===== src/hw/id_pkg.sv =====
/*
  shared sizes, types and encodings for the decode and rename stage
  physical register 0 is reserved and always reads as ready
  architectural register 31 is the zero register and is never renamed
  only integer groups decode, so floating point opcodes come out illegal
*/
package id_pkg;

  localparam int arch_regs  = 32;
  localparam int arch_width = 5;
  localparam int phys_regs  = 64;
  localparam int phys_width = 6;

  typedef logic [arch_width-1:0] arch_idx_t;
  typedef logic [phys_width-1:0] phys_idx_t;

  localparam arch_idx_t zero_reg = 5'd31;
  localparam logic [phys_regs-1:0] init_free = {{(phys_regs-1){1'b1}}, 1'b0}; // all but p0
  localparam logic [25:0] pal_halt = 26'h555;

  //////////////////////////////////////////////////
  // encodings
  //////////////////////////////////////////////////

  typedef enum logic [5:0] {
    op_pal  = 6'h00,
    op_lda  = 6'h08,
    op_inta = 6'h10, // add, sub, compares
    op_intl = 6'h11, // logic
    op_ints = 6'h12, // shifts
    op_intm = 6'h13, // multiply
    op_jsr  = 6'h1a, // jmp, jsr, ret, jsr_co
    op_ldq  = 6'h29,
    op_stq  = 6'h2d,
    op_br   = 6'h30,
    op_bsr  = 6'h34
  } opcode_e;

  // function field, inst[11:5]
  localparam logic [6:0] fn_addq   = 7'h20;
  localparam logic [6:0] fn_subq   = 7'h29;
  localparam logic [6:0] fn_cmpeq  = 7'h2d;
  localparam logic [6:0] fn_cmpult = 7'h1d;
  localparam logic [6:0] fn_cmpule = 7'h3d;
  localparam logic [6:0] fn_cmplt  = 7'h4d;
  localparam logic [6:0] fn_cmple  = 7'h6d;
  localparam logic [6:0] fn_and    = 7'h00;
  localparam logic [6:0] fn_bic    = 7'h08;
  localparam logic [6:0] fn_bis    = 7'h20;
  localparam logic [6:0] fn_ornot  = 7'h28;
  localparam logic [6:0] fn_xor    = 7'h40;
  localparam logic [6:0] fn_eqv    = 7'h48;
  localparam logic [6:0] fn_srl    = 7'h34;
  localparam logic [6:0] fn_sll    = 7'h39;
  localparam logic [6:0] fn_sra    = 7'h3c;
  localparam logic [6:0] fn_mulq   = 7'h20;

  typedef enum logic [4:0] {
    alu_addq, alu_subq, alu_and, alu_bic, alu_bis, alu_ornot,
    alu_xor, alu_eqv, alu_srl, alu_sll, alu_sra, alu_mulq,
    alu_cmpeq, alu_cmplt, alu_cmple, alu_cmpult, alu_cmpule
  } alu_func_e;

  typedef enum logic [1:0] {opa_rega, opa_mem_disp, opa_npc, opa_not3} opa_sel_e;
  typedef enum logic [1:0] {opb_regb, opb_imm, opb_br_disp} opb_sel_e;
  typedef enum logic [1:0] {dest_rega, dest_regc, dest_none} dest_sel_e;

  //////////////////////////////////////////////////
  // bundles
  //////////////////////////////////////////////////

  typedef struct packed {
    opa_sel_e  opa_sel;
    opb_sel_e  opb_sel;
    alu_func_e alu_func;
    logic      rd_mem;
    logic      wr_mem;
    logic      cond_branch;
    logic      uncond_branch;
    logic      halt;
    logic      illegal;
    logic      valid;   // renames and issues
  } decode_t;

  typedef struct packed {
    logic      valid;
    arch_idx_t arch;
    phys_idx_t phys;
  } commit_t;

endpackage


===== src/hw/free_list.sv =====
/*
  speculative free set of physical registers
  alloc_phys offers the highest free index and is 0 when the set is empty
  p0 is never offered
  restore reloads the set and has priority over take and release
*/
`timescale 1ns/1ns

module free_list
  import id_pkg::*;
(
  input  logic                 clock,
  input  logic                 reset,
  input  logic                 take,
  input  phys_idx_t            release_phys,
  input  logic                 restore,
  input  logic [phys_regs-1:0] restore_set,
  output phys_idx_t            alloc_phys,
  output logic                 empty
);

  logic [phys_regs-1:0] free_set;

  //////////////////////////////////////////////////
  // selection
  //////////////////////////////////////////////////

  // upward scan so the last hit is the highest index
  always_comb
  begin
    alloc_phys = '0;
    for (int i = 1; i < phys_regs; i++)
    begin
      if (free_set[i])
        alloc_phys = phys_idx_t'(i);
    end
  end

  assign empty = (free_set[phys_regs-1:1] == '0);

  //////////////////////////////////////////////////
  // update
  //////////////////////////////////////////////////

  always_ff @(posedge clock)
  begin
    if (reset)
      free_set <= init_free;
    else if (restore)
      free_set <= restore_set;
    else
    begin
      if (take)
        free_set[alloc_phys] <= 1'b0;
      if (release_phys != '0)
        free_set[release_phys] <= 1'b1; // returned by a commit
    end
  end

endmodule


===== src/hw/id_stage.sv =====
/*
  decode and rename stage, single cycle
  decode, source lookup, readiness, dest_phys and stall are combinational
  allocation, commits and mispredict recovery take effect at the next edge
  upstream holds the instruction while stall is high
*/
`timescale 1ns/1ns

module id_stage
  import id_pkg::*;
(
  input  logic        clock,
  input  logic        reset,
  input  logic [31:0] inst,
  input  logic        inst_valid,
  input  commit_t     commit,
  input  logic        mispredict,
  input  phys_idx_t   cdb_tag,    // 0 when idle
  output decode_t     dec,
  output phys_idx_t   src_a_phys,
  output phys_idx_t   src_b_phys,
  output logic        src_a_ready,
  output logic        src_b_ready,
  output arch_idx_t   dest_arch,
  output phys_idx_t   dest_phys,
  output logic        stall
);

  arch_idx_t                 src_a;
  arch_idx_t                 src_b;
  logic                      needs_dest;
  logic                      rename_en;
  phys_idx_t                 alloc_phys;
  logic                      empty;
  phys_idx_t [arch_regs-1:0] committed_map;
  logic [phys_regs-1:0]      committed_free;
  phys_idx_t                 freed_phys;
  logic [phys_regs-1:0]      clear_set;
  logic                      ready_a;
  logic                      ready_b;

  assign src_a = inst[25:21];
  assign src_b = inst[20:16];

  //////////////////////////////////////////////////
  // rename control
  //////////////////////////////////////////////////

  assign needs_dest = dec.valid && (dest_arch != zero_reg);
  assign stall      = needs_dest && empty;
  assign rename_en  = needs_dest && !stall && !mispredict;
  assign dest_phys  = rename_en ? alloc_phys : '0;

  // freed by a commit, or everything free after recovery
  assign clear_set = mispredict ? committed_free :
                     (freed_phys != '0) ? (phys_regs'(1) << freed_phys) : '0;

  assign src_a_ready = (src_a == zero_reg) || ready_a;
  assign src_b_ready = (src_b == zero_reg) || ready_b;

  inst_decoder u_dec (.inst(inst), .inst_valid(inst_valid), .dec(dec), .dest_arch(dest_arch));

  map_table u_map (
    .clock(clock), .reset(reset), .src_a(src_a), .src_b(src_b),
    .rename_en(rename_en), .dest_arch(dest_arch), .dest_phys(dest_phys),
    .restore(mispredict), .restore_map(committed_map),
    .src_a_phys(src_a_phys), .src_b_phys(src_b_phys)
  );

  free_list u_free (
    .clock(clock), .reset(reset), .take(rename_en), .release_phys(freed_phys),
    .restore(mispredict), .restore_set(committed_free),
    .alloc_phys(alloc_phys), .empty(empty)
  );

  retire_map u_retire (
    .clock(clock), .reset(reset), .commit(commit), .committed_map(committed_map),
    .committed_free(committed_free), .freed_phys(freed_phys)
  );

  ready_list u_ready (
    .clock(clock), .reset(reset), .cdb_tag(cdb_tag), .clear_set(clear_set),
    .clear_phys(dest_phys), // new destination starts not ready
    .look_a(src_a_phys), .look_b(src_b_phys), .ready_a(ready_a), .ready_b(ready_b)
  );

endmodule


===== src/hw/inst_decoder.sv =====
/*
  combinational decoder for the integer subset
  outputs stay at a noop when inst_valid is low
  halt and illegal instructions come out with valid low and no destination
*/
`timescale 1ns/1ns

module inst_decoder
  import id_pkg::*;
(
  input  logic [31:0] inst,
  input  logic        inst_valid,
  output decode_t     dec,
  output arch_idx_t   dest_arch
);

  dest_sel_e  dest_sel;
  logic [6:0] func;

  assign func = inst[11:5];

  always_comb
  begin
    dec = '0; // noop
    dest_sel = dest_none;
    if (inst_valid)
    begin
      case (inst[31:26])
        op_pal:
          if (inst[25:0] == pal_halt)
            dec.halt = 1'b1;
          else
            dec.illegal = 1'b1;
        op_inta, op_intl, op_ints, op_intm:
        begin
          dec.opa_sel = opa_rega;
          if (inst[12])
            dec.opb_sel = opb_imm; // 8-bit literal form
          else
            dec.opb_sel = opb_regb;
          dest_sel = dest_regc;
          case ({inst[31:26], func})
            {op_inta, fn_addq}:   dec.alu_func = alu_addq;
            {op_inta, fn_subq}:   dec.alu_func = alu_subq;
            {op_inta, fn_cmpeq}:  dec.alu_func = alu_cmpeq;
            {op_inta, fn_cmpult}: dec.alu_func = alu_cmpult;
            {op_inta, fn_cmpule}: dec.alu_func = alu_cmpule;
            {op_inta, fn_cmplt}:  dec.alu_func = alu_cmplt;
            {op_inta, fn_cmple}:  dec.alu_func = alu_cmple;
            {op_intl, fn_and}:    dec.alu_func = alu_and;
            {op_intl, fn_bic}:    dec.alu_func = alu_bic;
            {op_intl, fn_bis}:    dec.alu_func = alu_bis;
            {op_intl, fn_ornot}:  dec.alu_func = alu_ornot;
            {op_intl, fn_xor}:    dec.alu_func = alu_xor;
            {op_intl, fn_eqv}:    dec.alu_func = alu_eqv;
            {op_ints, fn_srl}:    dec.alu_func = alu_srl;
            {op_ints, fn_sll}:    dec.alu_func = alu_sll;
            {op_ints, fn_sra}:    dec.alu_func = alu_sra;
            {op_intm, fn_mulq}:   dec.alu_func = alu_mulq;
            default:              dec.illegal = 1'b1;
          endcase
        end
        op_jsr:
        begin
          dec.opa_sel = opa_not3;
          dec.opb_sel = opb_regb;
          dec.alu_func = alu_and; // word-align the target
          dest_sel = dest_rega;
          dec.uncond_branch = 1'b1;
        end
        op_lda, op_ldq, op_stq:
        begin
          dec.opa_sel = opa_mem_disp;
          dec.opb_sel = opb_regb;
          dec.alu_func = alu_addq; // base plus displacement
          dest_sel = dest_rega;
          if (inst[31:26] == op_stq)
          begin
            dec.wr_mem = 1'b1;
            dest_sel = dest_none; // ra is data, not a target
          end
          else if (inst[31:26] == op_ldq)
            dec.rd_mem = 1'b1;
        end
        op_br, op_bsr:
        begin
          dec.opa_sel = opa_npc;
          dec.opb_sel = opb_br_disp;
          dec.alu_func = alu_addq;
          dest_sel = dest_rega; // return address
          dec.uncond_branch = 1'b1;
        end
        default:
          // 0x38..0x3f are integer conditional branches
          if (inst[31:29] == 3'b111)
          begin
            dec.opa_sel = opa_npc;
            dec.opb_sel = opb_br_disp;
            dec.alu_func = alu_addq;
            dec.cond_branch = 1'b1;
          end
          else
            dec.illegal = 1'b1; // fp, misc and unknown groups
      endcase
    end
    dec.valid = inst_valid & ~dec.illegal & ~dec.halt;
    if (!dec.valid)
      dest_sel = dest_none;
  end

  always_comb
  begin
    case (dest_sel)
      dest_rega: dest_arch = inst[25:21];
      dest_regc: dest_arch = inst[4:0];
      default:   dest_arch = zero_reg;
    endcase
  end

endmodule


===== src/hw/map_table.sv =====
/*
  speculative architectural to physical map
  two combinational read ports and one write port
  restore replaces the whole table and wins over a write
  the caller keeps zero_reg out of rename_en
*/
`timescale 1ns/1ns

module map_table
  import id_pkg::*;
(
  input  logic                      clock,
  input  logic                      reset,
  input  arch_idx_t                 src_a,
  input  arch_idx_t                 src_b,
  input  logic                      rename_en,
  input  arch_idx_t                 dest_arch,
  input  phys_idx_t                 dest_phys,
  input  logic                      restore,
  input  phys_idx_t [arch_regs-1:0] restore_map,
  output phys_idx_t                 src_a_phys,
  output phys_idx_t                 src_b_phys
);

  phys_idx_t [arch_regs-1:0] spec_map;

  //////////////////////////////////////////////////
  // lookup
  //////////////////////////////////////////////////

  // no write bypass here
  // an instruction reads the mapping from before its own rename
  assign src_a_phys = spec_map[src_a];
  assign src_b_phys = spec_map[src_b];

  //////////////////////////////////////////////////
  // update
  //////////////////////////////////////////////////

  always_ff @(posedge clock)
  begin
    if (reset)
      spec_map <= '0; // everything maps to p0, which reads ready
    else if (restore)
      spec_map <= restore_map; // committed state with same-cycle commit
    else if (rename_en)
      spec_map[dest_arch] <= dest_phys;
  end

endmodule


===== src/hw/ready_list.sv =====
/*
  ready bit per physical register
  a nonzero cdb_tag sets its bit at the next edge and bypasses to the reads
  clear_set and clear_phys win over a set in the same cycle
  p0 always reads ready
*/
`timescale 1ns/1ns

module ready_list
  import id_pkg::*;
(
  input  logic                 clock,
  input  logic                 reset,
  input  phys_idx_t            cdb_tag,
  input  logic [phys_regs-1:0] clear_set,
  input  phys_idx_t            clear_phys,
  input  phys_idx_t            look_a,
  input  phys_idx_t            look_b,
  output logic                 ready_a,
  output logic                 ready_b
);

  logic [phys_regs-1:0] ready;
  logic [phys_regs-1:0] set_vec;
  logic [phys_regs-1:0] clr_vec;

  assign set_vec = (cdb_tag != '0) ? (phys_regs'(1) << cdb_tag) : '0;
  assign clr_vec = clear_set | ((clear_phys != '0) ? (phys_regs'(1) << clear_phys) : '0);

  assign ready_a = (look_a == '0) || ready[look_a] || (cdb_tag != '0 && look_a == cdb_tag);
  assign ready_b = (look_b == '0) || ready[look_b] || (cdb_tag != '0 && look_b == cdb_tag);

  always_ff @(posedge clock)
  begin
    if (reset)
      ready <= '0;
    else
      ready <= (ready | set_vec) & ~clr_vec;
  end

endmodule


===== src/hw/retire_map.sv =====
/*
  committed map and committed free set
  a valid commit lands at the next edge
  committed_map and committed_free already include the commit of this cycle
  so a mispredict in the same cycle restores the right state
  freed_phys is 0 when no commit happens or the old mapping was p0
*/
`timescale 1ns/1ns

module retire_map
  import id_pkg::*;
(
  input  logic                      clock,
  input  logic                      reset,
  input  commit_t                   commit,
  output phys_idx_t [arch_regs-1:0] committed_map,
  output logic [phys_regs-1:0]      committed_free,
  output phys_idx_t                 freed_phys
);

  phys_idx_t [arch_regs-1:0] ret_map;
  logic [phys_regs-1:0]      ret_free;
  phys_idx_t [arch_regs-1:0] map_next;
  logic [phys_regs-1:0]      free_next;

  always_comb
  begin
    map_next = ret_map;
    free_next = ret_free;
    freed_phys = '0;
    if (commit.valid)
    begin
      freed_phys = ret_map[commit.arch]; // mapping being displaced
      map_next[commit.arch] = commit.phys;
      free_next[commit.phys] = 1'b0;
      if (freed_phys != '0)
        free_next[freed_phys] = 1'b1; // p0 never goes back
    end
  end

  // bypassed view
  assign committed_map  = map_next;
  assign committed_free = free_next;

  always_ff @(posedge clock)
  begin
    if (reset)
    begin
      ret_map  <= '0;
      ret_free <= init_free;
    end
    else
    begin
      ret_map  <= map_next;
      ret_free <= free_next;
    end
  end

endmodule


===== config.mk =====
export PLATFORM = sky130hd
export DESIGN_NAME = id_stage
export DESIGN_NICKNAME = d
export VERILOG_FILES = /design/src/hw/id_pkg.sv /design/src/hw/free_list.sv /design/src/hw/id_stage.sv /design/src/hw/inst_decoder.sv /design/src/hw/map_table.sv /design/src/hw/ready_list.sv /design/src/hw/retire_map.sv
export SDC_FILE = /design/constraint.sdc
export NUM_CORES = 2
export LEC_CHECK = 0
export ABC_CLOCK_PERIOD_IN_PS = 3400
export BUFFER_PORTS_ARGS = -buffer_cell sky130_fd_sc_hd__buf_2
export CAP_MARGIN = 20
export CORE_UTILIZATION = 57
export CTS_CLUSTER_DIAMETER = 100
export DETAILED_ROUTE_END_ITERATION = 12
export PLACE_DENSITY = 0.77
export SLEW_MARGIN = 25
export SYNTH_ARGS = -nofsm -noshare
export SYNTH_HDL_FRONTEND = slang
export SYNTH_SLANG_ARGS = --single-unit

===== constraint.sdc =====
create_clock -name clock -period 3.4 [get_ports clock]
set_input_delay 0.34 -clock clock [delete_from_list [all_inputs] [get_ports clock]]
set_output_delay 0.34 -clock clock [all_outputs]
set_load 0.01 [all_outputs]

==> metrics.cfg <==
[run_status]
status = complete, but fails checks
violations = negative setup slack

[setup_path]
crit_path_start_kind = flip-flop
reg2reg_depth = 13
critical_path_required_ns = 3.06
path_class = reg2out
arrival_ns = 3.72
crit_path_end_kind = primary output
worstPathMaxFanout = 8

[global_routing]
grt_start_max_net_pins = 116
overflow = 0
grt_first_pass_wirelength_mm = 224
antenna_found_initial = 4
grt_usage_pct = 54.2
grt_pass1_vias = 33500

[floorplan]
core-area_mm2 = 0.0541
fp.dieW_um = 237
die_y_um = 237
die_area_mm2 = 0.0561
rows = 85
initial_core_util_pct = 58.1
ios = 96

[power_and_ir_drop]
p_per_area_mw_per_mm2 = 385
switchingPower_mw = 4.20
p_total_mw = 15.5
leakagePower_nw = 16.1
combPwrFrac_pct = 12.0
vdd_drop_max_uv = 541
p_int_mw = 11.3
clkPwrFrac_pct = 43.7
pwr-share-seq_pct = 44.3
switching_share_pct = 27.0

[sta]
period_share_pct = 120
rsz0062_at_grt = yes
timing.fmax_mhz = 246
setup_viol = 11
slew_violations = 0
worst_slack_ns = -0.664
post-route-min-period_ns = 4.06
slew-limit-headroom_pct = 23.5
hold_violations = 0
max_slew.worst_pin.slew_ns = 1.14
fin_worst_skew_ns = 0.0501
whs_ns = 0.142

[clock_tree]
clk_latency_ns = 0.68
cts_sinks = 575
cts_buffer_depth = 3
cts_tree = yes
clockRootBuffer = clkbuf_16
path_clk_slew_ns = 0.06
h-tree-depth = 2
cts_inserted_buffers = 60

[yosys]
synth_top_area_cell = dfxtp_1
syn_inst = 3474
synthFlopType = dfxtp_1
synth_edf_count = 0
yosysUniqueCellTypes = 104
yosys_warnings = 0
avgSynthCellArea_um2 = 9.05
synth-seq-cells = 575
seq_area_frac_synth_pct = 36.6
yosys-top-cells-area = dfxtp_1 37%, mux2i_1 12%, mux4_2 9.6%, nor2_1 5.0%, nand2_1 3.9%
syn-num-nets = 3528
yosys.area_share.adder_pct = 0
synth_top_family_by_area = multiplexers
syn-cell-area_mm2 = 0.0314
async_reset_ff_share_pct = 0
synth_top_area_share_pct = 36.6
synth_compound_area_share_pct = 16.9
synth_mux_area_share_pct = 22.9
synth-simple-area-share_pct = 19.0
synth-xor-area-share_pct = 0.390

[final_layout]
drive_gt1_share_pct = 30.6
area_growth_pct = 28.3
nNetsFinal = 4121

[placed_design]
numPortBuffers = 95
place_congestion = 1.14
dp_hpwl_mm = 114

[route]
first_pass_iters = 8
drc_errors = 0
final_antenna_net_count = 0
vias = 35000
drt_iter0_drc = 5723
routed_wl_mm = 155
post_drt_wl_per_cell_um = 32.3
viasPerCell = 7.29

[run]
maxCapViolCount = 0

[hold_path]
holdPathStages = 2
min_path_type = in2reg

==> power groups by stage <==
stage	sequential (mW)	combinational, mW	clock [mW]
3_3_place_gp	7.03	1.68	0
4_1_cts	6.88	1.74	6.70
3_5_place_dp	7.03	1.71	0
5_1_grt	6.89	1.91	6.98
6_report	6.89	1.86	6.79
2_1_floorplan	7.01	0.913	0
==> layout by cell type (no fill, tap or decap), types with 22 or more instances in the layout <==
| master | Yosys | final |
|---|---|---|
| a22oi_1 | 51 | 50 |
| nor2b_1 | 32 | 32 |
| mux4_2 | 134 | 134 |
| nor4_1 | 28 | 23 |
| nand4_1 | 29 | 29 |
| a31oi_1 | 25 | 23 |
| a221o_1 | 28 | 28 |
| a221oi_1 | 24 | 22 |
| o221ai_1 | 35 | 34 |
| nand2_1 | 326 | 312 |
| buf_4 | 11 | 645 |
| dfxtp_1 | 575 | 550 |
| buf_6 | 7 | 32 |
| nand2b_1 | 41 | 41 |
| inv_1 | 42 | 38 |
| buf_2 | 43 | 85 |
| nor3_1 | 69 | 62 |
| buf_12 | 0 | 33 |
| o22ai_1 | 86 | 84 |
| o211ai_1 | 42 | 42 |
| nor2_1 | 417 | 412 |
| clkbuf_16 | 0 | 61 |
| o21ai_0 | 152 | 145 |
| mux2i_1 | 387 | 374 |
| a21oi_1 | 160 | 157 |
| dfxtp_2 | 0 | 22 |
| nand3_1 | 107 | 102 |
==> cell type report <==
| type | count | area (um2) |
|---|---|---|
| flip-flops and latches | 575 | 11500 |
| multi-input cells | 2580 | 19300 |
| diodes | 3 | 7.51 |
| clock inverters | 14 | 228 |
| well taps | 696 | 871 |
| fillers | 3912 | 13800 |
| clock buffers | 89 | 1740 |
| repair buffers | 799 | 6360 |
| inverters | 51 | 233 |
==> flip-flops by register name, summed over array words and instances (netlist names) <==
name / flops
u_ready.ready: 64
u_map.spec_map: 192
u_free.free_set: 63
u_retire.ret_map: 192
u_retire.ret_free: 64
==> worst paths after layout <==
kind                                       startpoint                     to  slack, ns
worst min-delay path                            reset   u_retire.ret_free[0]       0.14
worst max register to register    u_free.free_set[16]       u_ready.ready[3]      -0.02
worst min register to register  u_retire.ret_free[32]  u_retire.ret_free[32]       0.48
worst max-delay path              u_map.spec_map[187]            src_a_ready      -0.66
==> per-layer routing <==
metal | up-vias | routed length (um) | global-route usage (%)
li1 | 14200 | - | -
met1 | 16600 | 50600 | 61.5
met2 | 3226 | 64600 | 80.3
met3 | 1034 | 21500 | 18.5
met4 | 0 | 18700 | 50.5
met5 | - | 0 | 0
==> synth_stat cells, types with 16 or more instances <==
master	instances
nor2_1	417
a221oi_1	24
nand3b_1	17
nand2b_1	41
nand4_1	29
inv_1	42
dfxtp_1	575
o221ai_1	35
o21a_1	20
mux2_2	23
o211ai_1	42
nand3_1	107
nand2_1	326
buf_2	43
a211oi_1	16
clkbuf_1	178
buf_1	28
and2_1	18
mux4_2	134
a22oi_1	51
mux2i_1	387
nor2b_1	32
a221o_1	28
and3_1	20
a31oi_1	25
o22ai_1	86
a21oi_1	160
nor4_1	28
nor3_1	69
o21ai_0	152
==> critical path, cell delays in order, from the launching register on <==
cell and delay [ns]:
dfxtp_4 0.38, mux4_2 0.47, mux4_2 0.58, mux2i_2 0.21, buf_6 0.18, clkinvlp_4 0.19, mux2i_1 0.18, a22oi_1 0.21
a31oi_1 0.14, nor3_2 0.23, o31ai_2 0.12, buf_2 0.16
==> cell families after synthesis <==
logic type,count (synthesis)
xor gates and xnor gates,14
DFF,575
muxes,546
buffers and inverters,319
AOI/OAI and AO/OA,785
and+or+nand+nor,1235
==> stage by stage <==
step / setup TNS [ns] / area (um2) / setup slack [ns] / cells / utilization (%)
after detailed placement: -13.63 / 37200 / -0.509 / 4671 / 68.8
after global placement: -7.74 / 37200 / -0.474 / 4671 / 68.8
after global routing: -3.56 / 40300 / -0.660 / 4805 / 74.5
final: -2.84 / 40300 / -0.664 / 4807 / 74.5
after floorplan: 0 / 31500 / 0.00933 / 3474 / -
after CTS: -2.17 / 39600 / -0.553 / 4787 / 73.2
==> repair_timing <==
action,CTS,global route
resized for setup,74,147
hold buffers,0,0
setup endpoints to repair,53,167
gates cloned,0,1
buffers inserted,15,22
pin swaps,21,41
Power figures use the tool's default switching activity.
